[config.mk]
export PLATFORM = sky130hd
export DESIGN_NAME = pet_bus_top
export DESIGN_NICKNAME = d
export VERILOG_FILES = /design/src/source/pet_bus_pkg.sv /design/src/source/wb_if.sv /design/src/source/slot_timer.sv /design/src/source/cpu_address_decoder.sv /design/src/source/wb_ram_bridge.sv /design/src/source/bus_combiner.sv /design/src/source/pet_bus_top.sv
export VERILOG_INCLUDE_DIRS = /design/src /design/src/source
export SDC_FILE = /design/constraint.sdc
export NUM_CORES = 1
export LEC_CHECK = 0
export BUFFER_PORTS_ARGS = -buffer_cell sky130_fd_sc_hd__buf_2
export CAP_MARGIN = 10
export CORE_MARGIN = 5
export CORE_UTILIZATION = 35
export DETAILED_ROUTE_END_ITERATION = 16
export PLACE_DENSITY = 0.62
export RECOVER_POWER = 50
export SLEW_MARGIN = 20
export SYNTH_ARGS = -nofsm -noshare
export SYNTH_HDL_FRONTEND = slang
export SYNTH_HIERARCHICAL = 1
export SYNTH_SLANG_ARGS = --single-unit
[constraint.sdc]
create_clock -name sys_clock_i -period 5.8 [get_ports sys_clock_i]
set_input_delay 0.58 -clock sys_clock_i [delete_from_list [all_inputs] [get_ports sys_clock_i]]
set_output_delay 0.58 -clock sys_clock_i [all_outputs]
set_load 0.02 [all_outputs]
[src/source/pet_bus_macros.svh]
// Widths and frame constants shared by the bus; FRAME_CYCLES must stay a power of two
`ifndef PET_BUS_MACROS_SVH
`define PET_BUS_MACROS_SVH

`define CPU_ADDR_WIDTH 16           // 6502 address bus
`define RAM_ADDR_WIDTH 17           // 128 KB RAM, upper half host only
`define DATA_WIDTH 8

// Bus frame layout in system clocks
`define FRAME_CYCLES 16             // 64 MHz / 16 gives a 4 MHz CPU
`define CPU_SLOT_START 8            // First count of the CPU half
`define CPU_CLOCK_START 12          // CPU phase 2 rises here

// Counts 1 to 4 of the host slot drive the RAM
`define RAM_ACCESS_CYCLES 4

`endif

[src/source/pet_bus_pkg.sv]
// Shared bus types; the chip select fields assume a single-CPU PET memory map
`default_nettype none

package pet_bus_pkg;

    // Chip selects produced by the CPU address decoder
    typedef struct packed {
        logic ram;
        logic readonly;     // ROM region, CPU writes are dropped
        logic io;           // Page E8
        logic pia1;
        logic pia2;
        logic via;
        logic crtc;
        logic valid;        // Copy of cpu_be
    } chip_select_t;

    // Owner of the RAM in the current half frame
    typedef enum logic {
        SLOT_HOST,
        SLOT_CPU
    } bus_slot_e;

endpackage

`default_nettype wire

[src/source/wb_if.sv]
// Pipelined Wishbone with an 8-bit data path; no clock inside, the users share sys_clock_i
`default_nettype none

`include "pet_bus_macros.svh"

interface wb_if;

    logic [`RAM_ADDR_WIDTH-1:0] addr;
    logic [    `DATA_WIDTH-1:0] wdata;     // Host to RAM
    logic [    `DATA_WIDTH-1:0] rdata;     // RAM to host
    logic                       we;
    logic                       cyc;
    logic                       stb;
    logic                       stall;
    logic                       ack;

    // Host side
    modport controller (output addr, wdata, we, cyc, stb, input rdata, stall, ack);

    // RAM bridge side
    modport target (input addr, wdata, we, cyc, stb, output rdata, stall, ack);

endinterface

`default_nettype wire

[src/source/slot_timer.sv]
// Free-running bus frame timer; the first frame after reset gives the host no grant
`default_nettype none

`include "pet_bus_macros.svh"

module slot_timer (
    input  logic                  sys_clock_i,
    input  logic                  sys_reset_ni,
    output pet_bus_pkg::bus_slot_e slot_o,
    output logic                  cpu_be_o,
    output logic                  cpu_clock_o,
    output logic                  grant_strobe_o
);
    import pet_bus_pkg::*;

    localparam int COUNT_WIDTH = $clog2(`FRAME_CYCLES);
    localparam logic [COUNT_WIDTH-1:0] LAST_COUNT = COUNT_WIDTH'(`FRAME_CYCLES - 1);

    logic [COUNT_WIDTH-1:0] frame_count;
    logic [COUNT_WIDTH-1:0] next_count;

    assign next_count = (frame_count == LAST_COUNT) ? '0 : frame_count + 1'b1;

    // Outputs decode next_count so they line up with frame_count
    always_ff @(posedge sys_clock_i or negedge sys_reset_ni) begin
        if (!sys_reset_ni) begin
            frame_count    <= '0;
            slot_o         <= SLOT_HOST;
            cpu_be_o       <= 1'b0;
            cpu_clock_o    <= 1'b0;
            grant_strobe_o <= 1'b0;
        end else begin
            frame_count    <= next_count;
            slot_o         <= (next_count >= `CPU_SLOT_START) ? SLOT_CPU : SLOT_HOST;
            cpu_be_o       <= (next_count >= `CPU_SLOT_START);   // CPU half of frame
            cpu_clock_o    <= (next_count >= `CPU_CLOCK_START);  // Phase 2
            grant_strobe_o <= (next_count == '0);                // Host grant
        end
    end

endmodule

`default_nettype wire

[src/source/cpu_address_decoder.sv]
// PET map decode without mirroring or expansion RAM; the I/O page is fixed at E8
`default_nettype none

`include "pet_bus_macros.svh"

module cpu_address_decoder (
    input  logic [`CPU_ADDR_WIDTH-1:0] cpu_addr_i,
    input  logic                       cpu_be_i,
    output pet_bus_pkg::chip_select_t  cs_o
);

    localparam logic [7:0] IO_PAGE = 8'hE8;
    localparam logic [`CPU_ADDR_WIDTH-1:0] ROM_BASE = 16'h9000;    // Start of ROM region

    logic io_page;
    logic rom_region;

    assign io_page    = (cpu_addr_i[15:8] == IO_PAGE);
    assign rom_region = (cpu_addr_i >= ROM_BASE);

    always_comb begin
        cs_o       = '0;
        cs_o.valid = cpu_be_i;

        if (cpu_be_i) begin
            if (io_page) begin
                // One-hot style select lines, as on the real board
                cs_o.io   = 1'b1;
                cs_o.pia1 = cpu_addr_i[4];
                cs_o.pia2 = cpu_addr_i[5];
                cs_o.via  = cpu_addr_i[6];
                cs_o.crtc = cpu_addr_i[7];
            end else begin
                cs_o.ram      = 1'b1;
                cs_o.readonly = rom_region;    // Editor, BASIC and kernal ROM images
            end
        end
    end

endmodule

`default_nettype wire

[src/source/wb_ram_bridge.sv]
// One host access per frame; requests wait with stall high until the next grant
`default_nettype none

`include "pet_bus_macros.svh"

module wb_ram_bridge (
    input  logic                       sys_clock_i,
    input  logic                       sys_reset_ni,
    wb_if.target                       wb,
    input  pet_bus_pkg::bus_slot_e     slot_i,
    input  logic                       grant_strobe_i,
    output logic [`RAM_ADDR_WIDTH-1:0] ram_addr_o,
    output logic                       ram_oe_o,
    output logic                       ram_we_o,
    output logic [    `DATA_WIDTH-1:0] ram_wdata_o,
    input  logic [    `DATA_WIDTH-1:0] ram_data_i
);
    import pet_bus_pkg::*;

    localparam int ACCESS_WIDTH = $clog2(`RAM_ACCESS_CYCLES);
    localparam logic [ACCESS_WIDTH-1:0] LAST_ACCESS = ACCESS_WIDTH'(`RAM_ACCESS_CYCLES - 1);

    typedef enum logic [1:0] {
        ST_IDLE,
        ST_ACCESS,
        ST_ACK
    } state_e;

    state_e                     state;
    logic [ACCESS_WIDTH-1:0]    access_count;
    logic                       accept;
    logic                       host_slot;

    // Request payload, captured at the grant
    logic [`RAM_ADDR_WIDTH-1:0] addr_q;
    logic [    `DATA_WIDTH-1:0] wdata_q;
    logic [    `DATA_WIDTH-1:0] rdata_q;
    logic                       we_q;

    assign wb.stall  = !(grant_strobe_i && state == ST_IDLE);
    assign accept    = wb.cyc && wb.stb && !wb.stall;
    assign host_slot = (slot_i == SLOT_HOST);

    always_ff @(posedge sys_clock_i or negedge sys_reset_ni) begin
        if (!sys_reset_ni) begin
            state        <= ST_IDLE;
            access_count <= '0;
        end else begin
            case (state)
                ST_IDLE: begin
                    access_count <= '0;
                    if (accept) state <= ST_ACCESS;
                end
                ST_ACCESS: begin
                    access_count <= access_count + 1'b1;
                    if (access_count == LAST_ACCESS) state <= ST_ACK;  // Frame count 4
                end
                default: state <= ST_IDLE;      // ST_ACK lasts one cycle
            endcase
        end
    end

    always_ff @(posedge sys_clock_i) begin
        if (accept) begin
            addr_q  <= wb.addr;
            wdata_q <= wb.wdata;
            we_q    <= wb.we;
        end
        if (state == ST_ACCESS && access_count == LAST_ACCESS) rdata_q <= ram_data_i;
    end

    // Strobes stay inside the host half of the frame
    assign ram_oe_o    = (state == ST_ACCESS) && !we_q && host_slot;
    assign ram_we_o    = (state == ST_ACCESS) &&  we_q && host_slot;
    assign ram_addr_o  = addr_q;
    assign ram_wdata_o = wdata_q;

    assign wb.ack   = (state == ST_ACK);
    assign wb.rdata = rdata_q;

endmodule

`default_nettype wire

[src/source/bus_combiner.sv]
// Combinational merge of CPU and host controls; assumes the two never overlap in a frame
`default_nettype none

`include "pet_bus_macros.svh"

module bus_combiner (
    input  pet_bus_pkg::chip_select_t  cs_i,
    input  logic [`CPU_ADDR_WIDTH-1:0] cpu_addr_i,
    input  logic                       cpu_we_i,
    input  logic                       cpu_clock_i,
    input  logic [`RAM_ADDR_WIDTH-1:0] bridge_addr_i,
    input  logic                       bridge_oe_i,
    input  logic                       bridge_we_i,
    input  logic [    `DATA_WIDTH-1:0] bridge_wdata_i,

    output logic [`RAM_ADDR_WIDTH-1:0] ram_addr_o,
    output logic                       ram_oe_o,
    output logic                       ram_we_o,
    output logic                       io_oe_o,
    output logic                       pia1_cs_o,
    output logic                       pia2_cs_o,
    output logic                       via_cs_o,
    output logic                       crtc_cs_o,
    output logic [    `DATA_WIDTH-1:0] cpu_data_o,
    output logic                       cpu_data_oe_o
);

    logic cpu_rd_strobe;
    logic cpu_wr_strobe;

    assign cpu_rd_strobe = cs_i.valid && !cpu_we_i;
    assign cpu_wr_strobe = cs_i.valid &&  cpu_we_i && cpu_clock_i;   // Write during phase 2

    // CPU only sees the lower 64 KB
    assign ram_addr_o = cs_i.valid ? {1'b0, cpu_addr_i} : bridge_addr_i;

    assign ram_oe_o = (cpu_rd_strobe && cs_i.ram) || bridge_oe_i;
    assign ram_we_o = (cpu_wr_strobe && cs_i.ram && !cs_i.readonly) || bridge_we_i;

    // Peripheral selects already carry cpu_be from the decoder
    assign io_oe_o   = cs_i.io;
    assign pia1_cs_o = cs_i.pia1;
    assign pia2_cs_o = cs_i.pia2;
    assign via_cs_o  = cs_i.via;
    assign crtc_cs_o = cs_i.crtc;

    // FPGA drives the shared data bus only for host writes
    assign cpu_data_o    = bridge_wdata_i;
    assign cpu_data_oe_o = bridge_we_i;

endmodule

`default_nettype wire

[src/source/pet_bus_top.sv]
// Shared RAM bus top; the CPU must follow cpu_be_o and cpu_clock_o, and RAM data arrives on ram_data_i
`default_nettype none

`include "pet_bus_macros.svh"

module pet_bus_top (
    input  logic                       sys_clock_i,
    input  logic                       sys_reset_ni,

    input  logic [`CPU_ADDR_WIDTH-1:0] cpu_addr_i,
    input  logic                       cpu_we_i,
    output logic                       cpu_be_o,
    output logic                       cpu_clock_o,

    input  logic [`RAM_ADDR_WIDTH-1:0] wb_addr_i,
    input  logic [    `DATA_WIDTH-1:0] wb_data_i,
    input  logic                       wb_we_i,
    input  logic                       wb_cyc_i,
    input  logic                       wb_stb_i,
    output logic [    `DATA_WIDTH-1:0] wb_data_o,
    output logic                       wb_stall_o,
    output logic                       wb_ack_o,

    input  logic [    `DATA_WIDTH-1:0] ram_data_i,
    output logic [`RAM_ADDR_WIDTH-1:0] ram_addr_o,
    output logic                       ram_oe_o,
    output logic                       ram_we_o,
    output logic [    `DATA_WIDTH-1:0] cpu_data_o,
    output logic                       cpu_data_oe_o,

    output logic                       io_oe_o,
    output logic                       pia1_cs_o,
    output logic                       pia2_cs_o,
    output logic                       via_cs_o,
    output logic                       crtc_cs_o
);
    import pet_bus_pkg::*;

    bus_slot_e                  slot;
    logic                       grant_strobe;
    chip_select_t               cs;

    logic [`RAM_ADDR_WIDTH-1:0] bridge_addr;
    logic                       bridge_oe;
    logic                       bridge_we;
    logic [    `DATA_WIDTH-1:0] bridge_wdata;

    wb_if wb_bus ();

    // Host port into the interface
    assign wb_bus.addr  = wb_addr_i;
    assign wb_bus.wdata = wb_data_i;
    assign wb_bus.we    = wb_we_i;
    assign wb_bus.cyc   = wb_cyc_i;
    assign wb_bus.stb   = wb_stb_i;
    assign wb_data_o    = wb_bus.rdata;
    assign wb_stall_o   = wb_bus.stall;
    assign wb_ack_o     = wb_bus.ack;

    slot_timer u_slot_timer (
        .sys_clock_i(sys_clock_i), .sys_reset_ni(sys_reset_ni), .slot_o(slot),
        .cpu_be_o(cpu_be_o), .cpu_clock_o(cpu_clock_o), .grant_strobe_o(grant_strobe)
    );

    cpu_address_decoder u_cpu_address_decoder (
        .cpu_addr_i(cpu_addr_i), .cpu_be_i(cpu_be_o), .cs_o(cs)
    );

    wb_ram_bridge u_wb_ram_bridge (
        .sys_clock_i(sys_clock_i), .sys_reset_ni(sys_reset_ni), .wb(wb_bus.target),
        .slot_i(slot), .grant_strobe_i(grant_strobe), .ram_addr_o(bridge_addr),
        .ram_oe_o(bridge_oe), .ram_we_o(bridge_we), .ram_wdata_o(bridge_wdata),
        .ram_data_i(ram_data_i)
    );

    bus_combiner u_bus_combiner (
        .cs_i(cs), .cpu_addr_i(cpu_addr_i), .cpu_we_i(cpu_we_i), .cpu_clock_i(cpu_clock_o),
        .bridge_addr_i(bridge_addr), .bridge_oe_i(bridge_oe), .bridge_we_i(bridge_we),
        .bridge_wdata_i(bridge_wdata), .ram_addr_o(ram_addr_o), .ram_oe_o(ram_oe_o),
        .ram_we_o(ram_we_o), .io_oe_o(io_oe_o), .pia1_cs_o(pia1_cs_o), .pia2_cs_o(pia2_cs_o),
        .via_cs_o(via_cs_o), .crtc_cs_o(crtc_cs_o), .cpu_data_o(cpu_data_o),
        .cpu_data_oe_o(cpu_data_oe_o)
    );

endmodule

`default_nettype wire

==> results of run 1 <==
state kept, by name, summed over array words and instances, names as in the netlist:
signal,count
u_slot_timer/cpu_be_o,1
u_slot_timer/cpu_clock_o,1
u_slot_timer/frame_count,3
u_slot_timer/grant_strobe_o,1
u_wb_ram_bridge/access_count,2
u_wb_ram_bridge/ram_addr_o,17
u_wb_ram_bridge/ram_wdata_o,8
u_wb_ram_bridge/state,2
u_wb_ram_bridge/wb.rdata,8
u_wb_ram_bridge/we_q,1
logic make-up after synthesis:
family                   share of synthesized area (%)
flip-flops                                        64.6
AND/OR/NAND/NOR                                   8.46
multiplexers                                      10.5
AO/OA/AOI/OAI                                     5.53
buffers and inverters                             8.71
XOR/XNOR                                         0.891
adder cells (fa/ha/maj)                           1.27
placed cells by master, fill, tap and decap left out:
cell type / instances
buf_2: 85
edfxtp_1: 34
clkbuf_1: 17
dfrtp_1: 10
mux2_2: 9
nand2_1: 8
mux2_4: 7
clkbuf_8: 6
nor3_1: 6
inv_1: 4
o21ai_0: 3
nor2_1: 3
o21bai_1: 2
and2b_2: 2
o21a_1: 2
xor2_1: 2
nand3_1: 2
ha_1: 2
nand4_1: 1
nand4b_1: 1
or4b_1: 1
o311a_1: 1
nand2_2: 1
a21oi_1: 1
o31ai_1: 1
a31oi_1: 1
o211a_1: 1
o31ai_2: 1
nand2b_1: 1
nor3b_2: 1
or2_1: 1
nor2_2: 1
o22ai_2: 1
buf_4: 1
Yosys cell counts, drive strengths merged:
library cell / n
a31oi: 1
o21a: 2
nand4b: 1
or2: 1
dfrtp: 10
o22ai: 1
o31ai: 2
nor2: 4
or4b: 1
mux2: 16
nand2: 9
nand2b: 1
buf: 19
nor3b: 1
inv: 4
o21ai: 3
nand4: 1
o211a: 1
o311a: 1
nand3: 2
ha: 2
xor2: 2
nor3: 6
edfxtp: 34
and2b: 2
o21bai: 2
a21oi: 1
routing by layer:
| metal | track usage [%] | vias to the layer above | routed length [µm] |
|---|---|---|---|
| met1 | 13.3 | 602 | 1700 |
| met2 | 19.2 | 81 | 1900 |
| met3 | 6.21 | 9 | 604 |
| met5 | 0 | - | 0 |
| li1 | - | 637 | - |
| met4 | 4.17 | 0 | 80 |
area by class of cell:
type	count	area (µm²)
timing repair buffer	101	489
tap	72	90.1
fill	543	3000
sequential	44	1270
clock buffer	8	90.1
multi-input combinational	63	519
inverter	4	15.0
through the flow:
step	instances	area (µm²)	setup WS (ps)	power [W]
after floorplan	130	1970	3470	0.000449
after global placement	284	2410	3380	0.000487
after detailed placement	284	2410	3330	0.000490
after CTS	292	2500	3330	0.000686
after global routing	292	2470	2350	0.000705
final	292	2470	2540	0.000667
how the worst max path moves through the flow:
| stage | startpoint | endpoint |
|---|---|---|
| detailed placement | cpu_addr_i[9] | ram_we_o |
| CTS | cpu_addr_i[9] | ram_we_o |
| global route | u_slot_timer/cpu_be_o | ram_we_o |
| global placement | cpu_addr_i[9] | ram_we_o |
| floorplan | cpu_addr_i[9] | ram_we_o |
| finish | u_slot_timer/cpu_be_o | ram_we_o |
power breakdown:
group / total, W / leakage [nW] / switching, W / internal, W
combinational: 0.000105 / 0.558 / 0.0000595 / 0.0000454
sequential: 0.000371 / 0.438 / 0.00000923 / 0.000362
clock: 0.000191 / 0.0455 / 0.0000941 / 0.0000971
total: 0.000667 / 1.04 / 0.000163 / 0.000504
==> summary.txt, run 1 <==
status = finished, violations left
Buf/Inv on CP = 2
post-synthesis cell type count = 33
top cell family by delay on the critical path = buffers and inverters
fin nets = 276
clock root cell = clkbuf_8
Ys Warns = 6
Area Overhead vs Synth = 25.8%
# port buffers = 99
grt ovf = 0
DRT iter0 DRCs = 48
violated checks = max-capacitance violations, max-slew violations
register bit total from synthesis = 44
Synth area leaders = edfxtp_1 52%, dfrtp_1 13%, buf_4 6.1%
Setup-failing EPs final = 0
CTS tree = done
Util after Layout = 45.2%
worst r2r dst = u_slot_timer/cpu_clock_o
number of H-tree levels = 2
CTS buffer count = 5
final setup TNS = 0 ps
Setup Skew = 4.58 ps
routability cong. = 0.917
CTS resizes = 0
fin. max-slew vios = 36
die span in x = 85.0 µm
Crit path depth = 5
CP required = 5220 ps
routed vias/inst = 4.55
Critical Path AT = 2680 ps
worst skew pair latency = 290 ps
critical-path cell list = clkbuf_1, o21a_1, nand4_1, o21bai_1, buf_2
Fin. Hold Viols = 0
Cell Pwr Density = 270 mW/mm²
Setup CP Type = register to primary output
first-pass GRT wire length = 6690 µm
Die ar. = 0.00722 mm²
leak pwr = 1.04 nW
row count = 27
r2r startpoint = u_slot_timer/cpu_be_o
Mapped Avg Cell Area = 15.1 µm²
clk sinks = 44
cell taking the most area after synthesis = edfxtp_1
Final Cycle Share = 56.2%
Global Route Usage Sum = 11.8%
WL/cell = 14.7 µm
R2R Setup Slk = 3680 ps
initial core utilization = 35.9%
worst vdd ir = 0.000132 V
pin count of the biggest net entering global routing = 36
Setup crit start kind = register
worst r2r path cells = 3
Routed WL = 4290 µm
max-cap viol count = 1
cts hold-fix bufs = 0
Longest Clk Path Bufs = 2
Post-Syn Nets = 187
post-CTS setup buffer count = 0
Mapped Cells = 130
final hold slack = 243 ps
drt drc = 0
Worst Tran Pin Value = 1780 ps
CP max-delay cell = clkbuf_1
element type at the critical path end = primary output
Slew headroom = -18.8%
io pins = 100
hold crit path type = input port to async pin
RSZ-0062 raised after global routing = false
dpl hpwl = 3440 µm
critical path peak fanout = 35
antenna cells = 0
Synth Cell Area = 0.00197 mm²
DR pass1 iterations = 4
post-route ant nets = 0
initial antenna violation count = 0
Max Clock Freq = 307 MHz
vias in the first global route = 1,406
layout cell share with drive strength beyond 1 = 52.3%
share of the synthesized area in the top cell type = 51.9%
crit-path max cell delay = 1280 ps
sequential share of the synthesized area = 64.6%
via total after detailed routing = 1,329
chip height = 85.0 µm
Core Area = 0.00547 mm²
Worst-path clk slew = 80 ps
minimum clock period = 3260 ps
Power figures use the tool's default switching activity.
==> run 2: changes to the inputs <==
==> constraint.sdc (replaced) <==
create_clock -name sys_clock_i -period 3.4 [get_ports sys_clock_i]
set_input_delay 0.34 -clock sys_clock_i [delete_from_list [all_inputs] [get_ports sys_clock_i]]
set_output_delay 0.34 -clock sys_clock_i [all_outputs]
set_load 0.02 [all_outputs]
==> run 2 against run 1 <==
Against the previous run:
- the flow now finishes without violations
- via count about the same
- final cell count is 0.34% higher
- first-iteration DRC count fell by 10%
- utilization increased by 0.55 points
- global-route usage down 0.20 points
- clock skew rose by 1.9 ps
- wire length decreased by 2.7%
- sequential cell count is the same
==> summary.txt, run 2 (synthesis gave the netlist of run 1 again) <==
DR pass1 iterations = 4 (unchanged)
critical path peak fanout = 20 (was 35)
routability cong. = 0.881 (was 0.917)
Int Pwr = 0.000910 W (was 0.000504 W)
critical-path cell list = buf_4, o21a_1, nand4_1, o21bai_1, buf_2 (was clkbuf_1, o21a_1, nand4_1, o21bai_1, buf_2)
row count = 27 (unchanged)
Longest Clk Path Bufs = 2 (unchanged)
minimum clock period = 2290 ps
final setup TNS = 0 ps (unchanged)
Comb power frac = 15.0% (was 15.7%)
Fill cells = 532 (was 543)
RSZ-0062 raised after global routing = false (unchanged)
Util after Layout = 45.8% (was 45.2%)
first-pass GRT wire length = 6600 µm (was 6690 µm)
most frequent cells in the layout = 85 x buf_2, 34 x edfxtp_1, 14 x clkbuf_1 (was 85 x buf_2, 34 x edfxtp_1, 17 x clkbuf_1)
CTS tree = done (unchanged)
antenna cells = 0 (unchanged)
Switching Fraction = 23.4% (was 24.4%)
initial antenna violation count = 0 (unchanged)
Hold Crit Start = wb_addr_i[8]
Setup Skew = 6.44 ps (was 4.58 ps)
fin. max-slew vios = 0 (was 36)
routed vias/inst = 4.53 (was 4.55)
FF+latch area = 0.00127 mm² (unchanged)
CP required = 3060 ps (was 5220 ps)
dpl hpwl = 3350 µm (was 3440 µm)
clk sinks = 44 (unchanged)
Psw = 0.000277 W (was 0.000163 W)
Setup CP Type = register to primary output (unchanged)
worst vdd ir = 0.000397 V (was 0.000132 V)
element type at the critical path end = primary output (unchanged)
layout cell share with drive strength beyond 1 = 52.5% (was 52.3%)
post-CTS setup buffer count = 0 (unchanged)
worst skew pair latency = 290 ps (about the same)
Core Area = 0.00547 mm² (unchanged)
max FFs per register = 17 (unchanged)
Area Overhead vs Synth = 27.4% (was 25.8%)
Routed WL = 4170 µm (was 4290 µm)
post-route ant nets = 0 (unchanged)
Setup-failing EPs final = 0 (unchanged)
pre-CTS WS = 1390 ps (was 3330 ps)
DRT iter0 DRCs = 43 (was 48)
clock root cell = clkbuf_8 (unchanged)
io pins = 100 (unchanged)
Global Route Usage Sum = 11.6% (was 11.8%)
Slew headroom = 58.9% (was -18.8%)
max-cap viol count = 0 (was 1)
total power = 0.00119 W (was 0.000667 W)
Sequential Power Share = 53.3% (was 55.6%)
Die ar. = 0.00722 mm² (unchanged)
Setup crit start kind = register (unchanged)
fin worst setup slack = 1110 ps (was 2540 ps)
r2r startpoint = u_wb_ram_bridge/state[1] (was u_slot_timer/cpu_be_o)
die span in x = 85.0 µm (unchanged)
Final Cycle Share = 67.3%
chip height = 85.0 µm (unchanged)
commonest non-fill, non-tap cell in the layout = buf_2 (unchanged)
Worst Tran Pin Value = 614 ps (was 1780 ps)
Worst-path clk slew = 80 ps (about the same)
leak pwr = 1.06 nW (was 1.04 nW)
grt ovf = 0 (unchanged)
# port buffers = 99 (unchanged)
status = finished clean (was finished, violations left)
CP Launch Point = u_slot_timer/cpu_be_o (unchanged)
number of H-tree levels = 2 (unchanged)
Fin. Hold Viols = 0 (unchanged)
final hold slack = 223 ps (was 243 ps)
CTS buffer count = 5 (unchanged)
Clock Power Share = 31.7% (was 28.7%)
hold crit path type = input port to register (was input port to async pin)
WL/cell = 14.2 µm (was 14.7 µm)
Cell Pwr Density = 474 mW/mm² (was 270 mW/mm²)
crit-path max cell delay = 690 ps (was 1280 ps)
Critical Path AT = 1950 ps (was 2680 ps)
vias in the first global route = 1,310 (was 1,406)
area occupied by multi-input gates = 519 µm² (unchanged)
initial core utilization = 35.9% (unchanged)
Max Clock Freq = 437 MHz
drt drc = 0 (unchanged)
pin count of the biggest net entering global routing = 27 (was 36)
fin nets = 277 (was 276)
via total after detailed routing = 1,328 (was 1,329)
CP max-delay cell = dfrtp_1 (was clkbuf_1)
==> run 2: worst paths after layout <==
path	end	slack, ps	cells after the start
setup / recovery	ram_we_o	1110	5
hold / removal	u_wb_ram_bridge/ram_addr_o[8]	220	1
setup reg to reg	u_wb_ram_bridge/wb.rdata[7]	1800	2
hold reg to reg	u_wb_ram_bridge/access_count[1]	500	2
max in group asynchronous	u_wb_ram_bridge/access_count[1]	2460	2
min in group asynchronous	u_slot_timer/grant_strobe_o	560	2
==> run 2: timing repair <==
item,4_1_cts,5_1_grt
endpoints found under the hold margin,10,0
gates resized for setup,0,0
hold buffers,1,0
==> run 2: per-stage QoR <==
step	instance area [µm²]	instances
after floorplan	1970	130
after global placement	2410	284
after detailed placement	2410	284
after CTS	2530	293
after global routing	2500	293
final	2500	293
==> run 2: worst max-delay path, delay by kind of cell, from the launching register on <==
kind                   cells  cell delay (ps)
buffers and inverters      2              550
and+or+nand+nor            1              100
DFF                        1              690
AOI/OAI and AO/OA          2              320
==> run 2: power by group through the flow <==
stage,Clock (W),Sequential [W],Combinational (W)
after floorplan,0,0.000645,0.000121
after global placement,0,0.000647,0.000184
after detailed placement,0,0.000647,0.000186
after CTS,0.000396,0.000636,0.000186
after global routing,0.000423,0.000637,0.000197
final,0.000376,0.000633,0.000178
==> run 2: final cells by class <==
cell class	instances	share of cell area, %
Timing Repair Buffer	102	20.1
Sequential cell	44	50.7
Clock buffer	5	2.75
Inverter	4	0.599
Clock inverter	3	1.50
Tap cell	72	3.60
Multi-Input combinational cell	63	20.7
==> run 2: routing by layer <==
layer | track usage [%] | vias up | routed length, µm
met3 | 7.57 | 5 | 604
met2 | 17.4 | 78 | 1800
met1 | 14.1 | 605 | 1730
li1 | - | 640 | -
met4 | 2.59 | 0 | 35
met5 | 0 | - | 0
==> run 3: changes to the inputs <==
--- a/config.mk
+++ b/config.mk
@@ -6,12 +6,13 @@
 export SDC_FILE = /design/constraint.sdc
 export NUM_CORES = 1
 export LEC_CHECK = 0
+export ABC_AREA = 1
 export BUFFER_PORTS_ARGS = -buffer_cell sky130_fd_sc_hd__buf_2
 export CAP_MARGIN = 10
 export CORE_MARGIN = 5
 export CORE_UTILIZATION = 35
 export DETAILED_ROUTE_END_ITERATION = 16
-export PLACE_DENSITY = 0.62
+export PLACE_DENSITY = 0.64
 export RECOVER_POWER = 50
 export SLEW_MARGIN = 20
 export SYNTH_ARGS = -nofsm -noshare
==> constraint.sdc (replaced) <==
create_clock -name sys_clock_i -period 2.1 [get_ports sys_clock_i]
set_input_delay 0.21 -clock sys_clock_i [delete_from_list [all_inputs] [get_ports sys_clock_i]]
set_output_delay 0.21 -clock sys_clock_i [all_outputs]
set_load 0.02 [all_outputs]
==> run 3 against run 2 <==
Against the previous run:
- clock skew is 2.2 ps higher
- total power is 53% higher
- combinational power is 56% higher
==> summary.txt, run 3 <==
pin count of the biggest net entering global routing = 27 (unchanged)
Mapped Avg Cell Area = 11.2 µm² (was 15.1 µm²)
first-pass GRT wire length = 6650 µm (was 6600 µm)
Die ar. = 0.00770 mm² (was 0.00722 mm²)
Ys Warns = 6 (unchanged)
max-cap viol count = 0 (unchanged)
Post-synth top flop = edfxtp_1 (unchanged)
Slew headroom = 64.7% (was 58.9%)
fin. max-slew vios = 0 (unchanged)
Hold Path Depth = 1 (unchanged)
area occupied by multi-input gates = 502 µm² (was 519 µm²)
Fill cells = 609 (was 532)
Util after Layout = 44.4% (was 45.8%)
chip height = 87.8 µm (was 85.0 µm)
Post-Syn Nets = 246 (was 187)
Longest Clk Path Bufs = 2 (unchanged)
# port buffers = 99 (unchanged)
Synth Cell Area = 0.00212 mm² (was 0.00197 mm²)
share of the synthesized area in the top cell type = 48.3% (was 51.9%)
Area Overhead vs Synth = 23.5% (was 27.4%)
critical path peak fanout = 14 (was 20)
io pins = 100 (unchanged)
asr flop ratio synth = 22.7% (unchanged)
final setup TNS = 0 ps (unchanged)
Post-synth EDFFs = 34 (unchanged)
most frequent cells in the layout = 81 x buf_2, 37 x inv_1, 34 x nand2_1, 34 x edfxtp_1, 17 x clkbuf_1 (was 85 x buf_2, 34 x edfxtp_1, 14 x clkbuf_1)
layout cell share with drive strength beyond 1 = 43.1% (was 52.5%)
leak pwr = 1.28 nW (was 1.06 nW)
Mapped Cells = 189 (was 130)
status = finished clean (unchanged)
Setup crit start kind = register (unchanged)
clk sinks = 44 (unchanged)
worst skew pair latency = 290 ps (about the same)
r2r startpoint = u_wb_ram_bridge/state[0] (was u_wb_ram_bridge/state[1])
antenna cells = 0 (unchanged)
post-CTS setup buffer count = 0 (unchanged)
pre-CTS WS = 674 ps (was 1390 ps)
Global Route Usage Sum = 11.3% (was 11.6%)
Setup Skew = 8.65 ps (was 6.44 ps)
element type at the critical path end = primary output (unchanged)
post-route ant nets = 0 (unchanged)
FF+latch area = 0.00127 mm² (about the same)
grt ovf = 0 (unchanged)
Setup-failing EPs final = 0 (unchanged)
register bit total from synthesis = 44 (unchanged)
initial core utilization = 35.9% (about the same)
grt peak-use layer = met2 (unchanged)
row count = 28 (was 27)
dpl hpwl = 3410 µm (was 3350 µm)
initial antenna violation count = 0 (unchanged)
routed vias/inst = 4.11 (was 4.53)
Routed WL = 4190 µm (was 4170 µm)
sequential share of the synthesized area = 60.1% (was 64.6%)
hold endpoint = u_wb_ram_bridge/ram_wdata_o[7] (was u_wb_ram_bridge/ram_addr_o[8])
CP required = 1890 ps (was 3060 ps)
met2 usage = 19.2% (was 17.4%)
crit-path max cell delay = 550 ps (was 690 ps)
CTS tree = done (unchanged)
number of H-tree levels = 2 (unchanged)
critical-path cell list = buf_4, nand3_4, nor2_2, buf_2 (was buf_4, o21a_1, nand4_1, o21bai_1, buf_2)
hold crit path type = input port to register (unchanged)
Fin. Hold Viols = 0 (unchanged)
met1 usage = 13.6% (was 14.1%)
Synth area leaders = edfxtp_1 48%, dfrtp_1 12%, inv_1 6.6% (was edfxtp_1 52%, dfrtp_1 13%, buf_4 6.1%)
DR pass1 iterations = 4 (unchanged)
Critical Path AT = 1490 ps (was 1950 ps)
via total after detailed routing = 1,464 (was 1,328)
Setup CP Type = register to primary output (unchanged)
fin nets = 337 (was 277)
fin worst setup slack = 404 ps (was 1110 ps)
GRT met3 Usage = 3.10% (was 7.57%)
CP max-delay cell = dfrtp_2 (was dfrtp_1)
RSZ-0062 raised after global routing = false (unchanged)
R2R Setup Slk = 710 ps (was 1800 ps)
WL/cell = 11.8 µm (was 14.2 µm)
most instantiated library cell after synthesis = inv_1 (was edfxtp_1)
DRT iter0 DRCs = 32 (was 43)
commonest non-fill, non-tap cell in the layout = buf_2 (unchanged)
final hold slack = 87.8 ps (was 223 ps)
leading post-synthesis cells by instance count = 37 x inv_1, 34 x edfxtp_1, 32 x nand2_1, 16 x buf_4, 13 x o21ai_2 (was 34 x edfxtp_1, 16 x buf_4, 10 x dfrtp_1, 9 x mux2_2, 8 x nand2_1)
post-synthesis cell type count = 23 (was 33)
Worst Tran Pin Value = 530 ps (was 614 ps)
total power = 0.00181 W (was 0.00119 W)
Worst-path clk slew = 80 ps (about the same)
cell taking the most area after synthesis = edfxtp_1 (unchanged)
Core Area = 0.00589 mm² (was 0.00547 mm²)
max FFs per register = 17 (unchanged)
die span in x = 87.8 µm (was 85.0 µm)
Final Cycle Share = 80.7%
worst r2r path cells = 4 (was 2)
minimum clock period = 1700 ps
Hold Crit Start = wb_data_i[7] (was wb_addr_i[8])
CTS resizes = 0 (unchanged)
drt drc = 0 (unchanged)
CTS buffer count = 5 (unchanged)
worst r2r dst = u_wb_ram_bridge/ram_wdata_o[5] (was u_wb_ram_bridge/wb.rdata[7])
routability cong. = 0.739 (was 0.881)
clock root cell = clkbuf_8 (unchanged)
Max Clock Freq = 590 MHz
worst vdd ir = 0.000442 V (was 0.000397 V)
vias in the first global route = 1,426 (was 1,310)
Cell Pwr Density = 694 mW/mm² (was 474 mW/mm²)
run 3: final cells by class:
cell class                 count  area share [%]
tap                           75            3.59
multi-input combinational     86            19.2
sequential                    44            48.7
clock buffer                   5            2.63
inverter                      39            5.60
timing repair buffer         104            19.6
clock inverter                 3           0.670
run 3: repair_timing:
item | CTS | global route
setup endpoints to repair | 0 | 0
hold buffers | 1 | 0
endpoints found under the hold margin | 10 | 0
run 3: worst max path at each step:
stage	startpoint	end	depth (start not counted)
floorplan	u_wb_ram_bridge/state[0]	u_wb_ram_bridge/ram_addr_o[0]	3
global placement	cpu_addr_i[13]	ram_we_o	8
detailed placement	u_wb_ram_bridge/state[0]	u_wb_ram_bridge/ram_wdata_o[2]	4
CTS	u_slot_timer/cpu_be_o	crtc_cs_o	4
global route	u_slot_timer/cpu_be_o	ram_addr_o[1]	4
finish	u_slot_timer/cpu_be_o	crtc_cs_o	4
run 3: metal layers:
metal	wire (µm)	up-vias
met3	362	5
met4	65	0
met5	0	-
met2	2070	54
li1	-	767
met1	1690	638
run 3: power breakdown:
part | internal, W | switching (W) | leakage, nW
clock | 0.000232 | 0.000276 | 0.0460
sequential | 0.000997 | 0.0000312 | 0.437
combinational | 0.000110 | 0.000167 | 0.794
total | 0.00134 | 0.000475 | 1.28
run 3: critical path, delay by kind of cell (launching register included):
| family | cells | cell delay (ps) |
|---|---|---|
| buffers and inverters | 2 | 430 |
| and+or+nand+nor | 2 | 210 |
| DFF | 1 | 550 |
run 3: kinds of logic (layout without fill, tap and decap cells):
logic type / count (synthesis) / after routing / share of synthesized area (%)
compound gates: 20 / 20 / 7.33
fa+ha+maj: 2 / 2 / 1.18
buf+inv: 59 / 151 / 16.0
flops: 44 / 44 / 60.1
simple gates: 64 / 64 / 15.4
run 3: stage by stage:
stage	instance area [µm²]	instances
2_1_floorplan	2120	189
3_3_place_gp	2540	347
3_5_place_dp	2540	347
4_1_cts	2640	356
5_1_grt	2610	356
6_report	2610	356
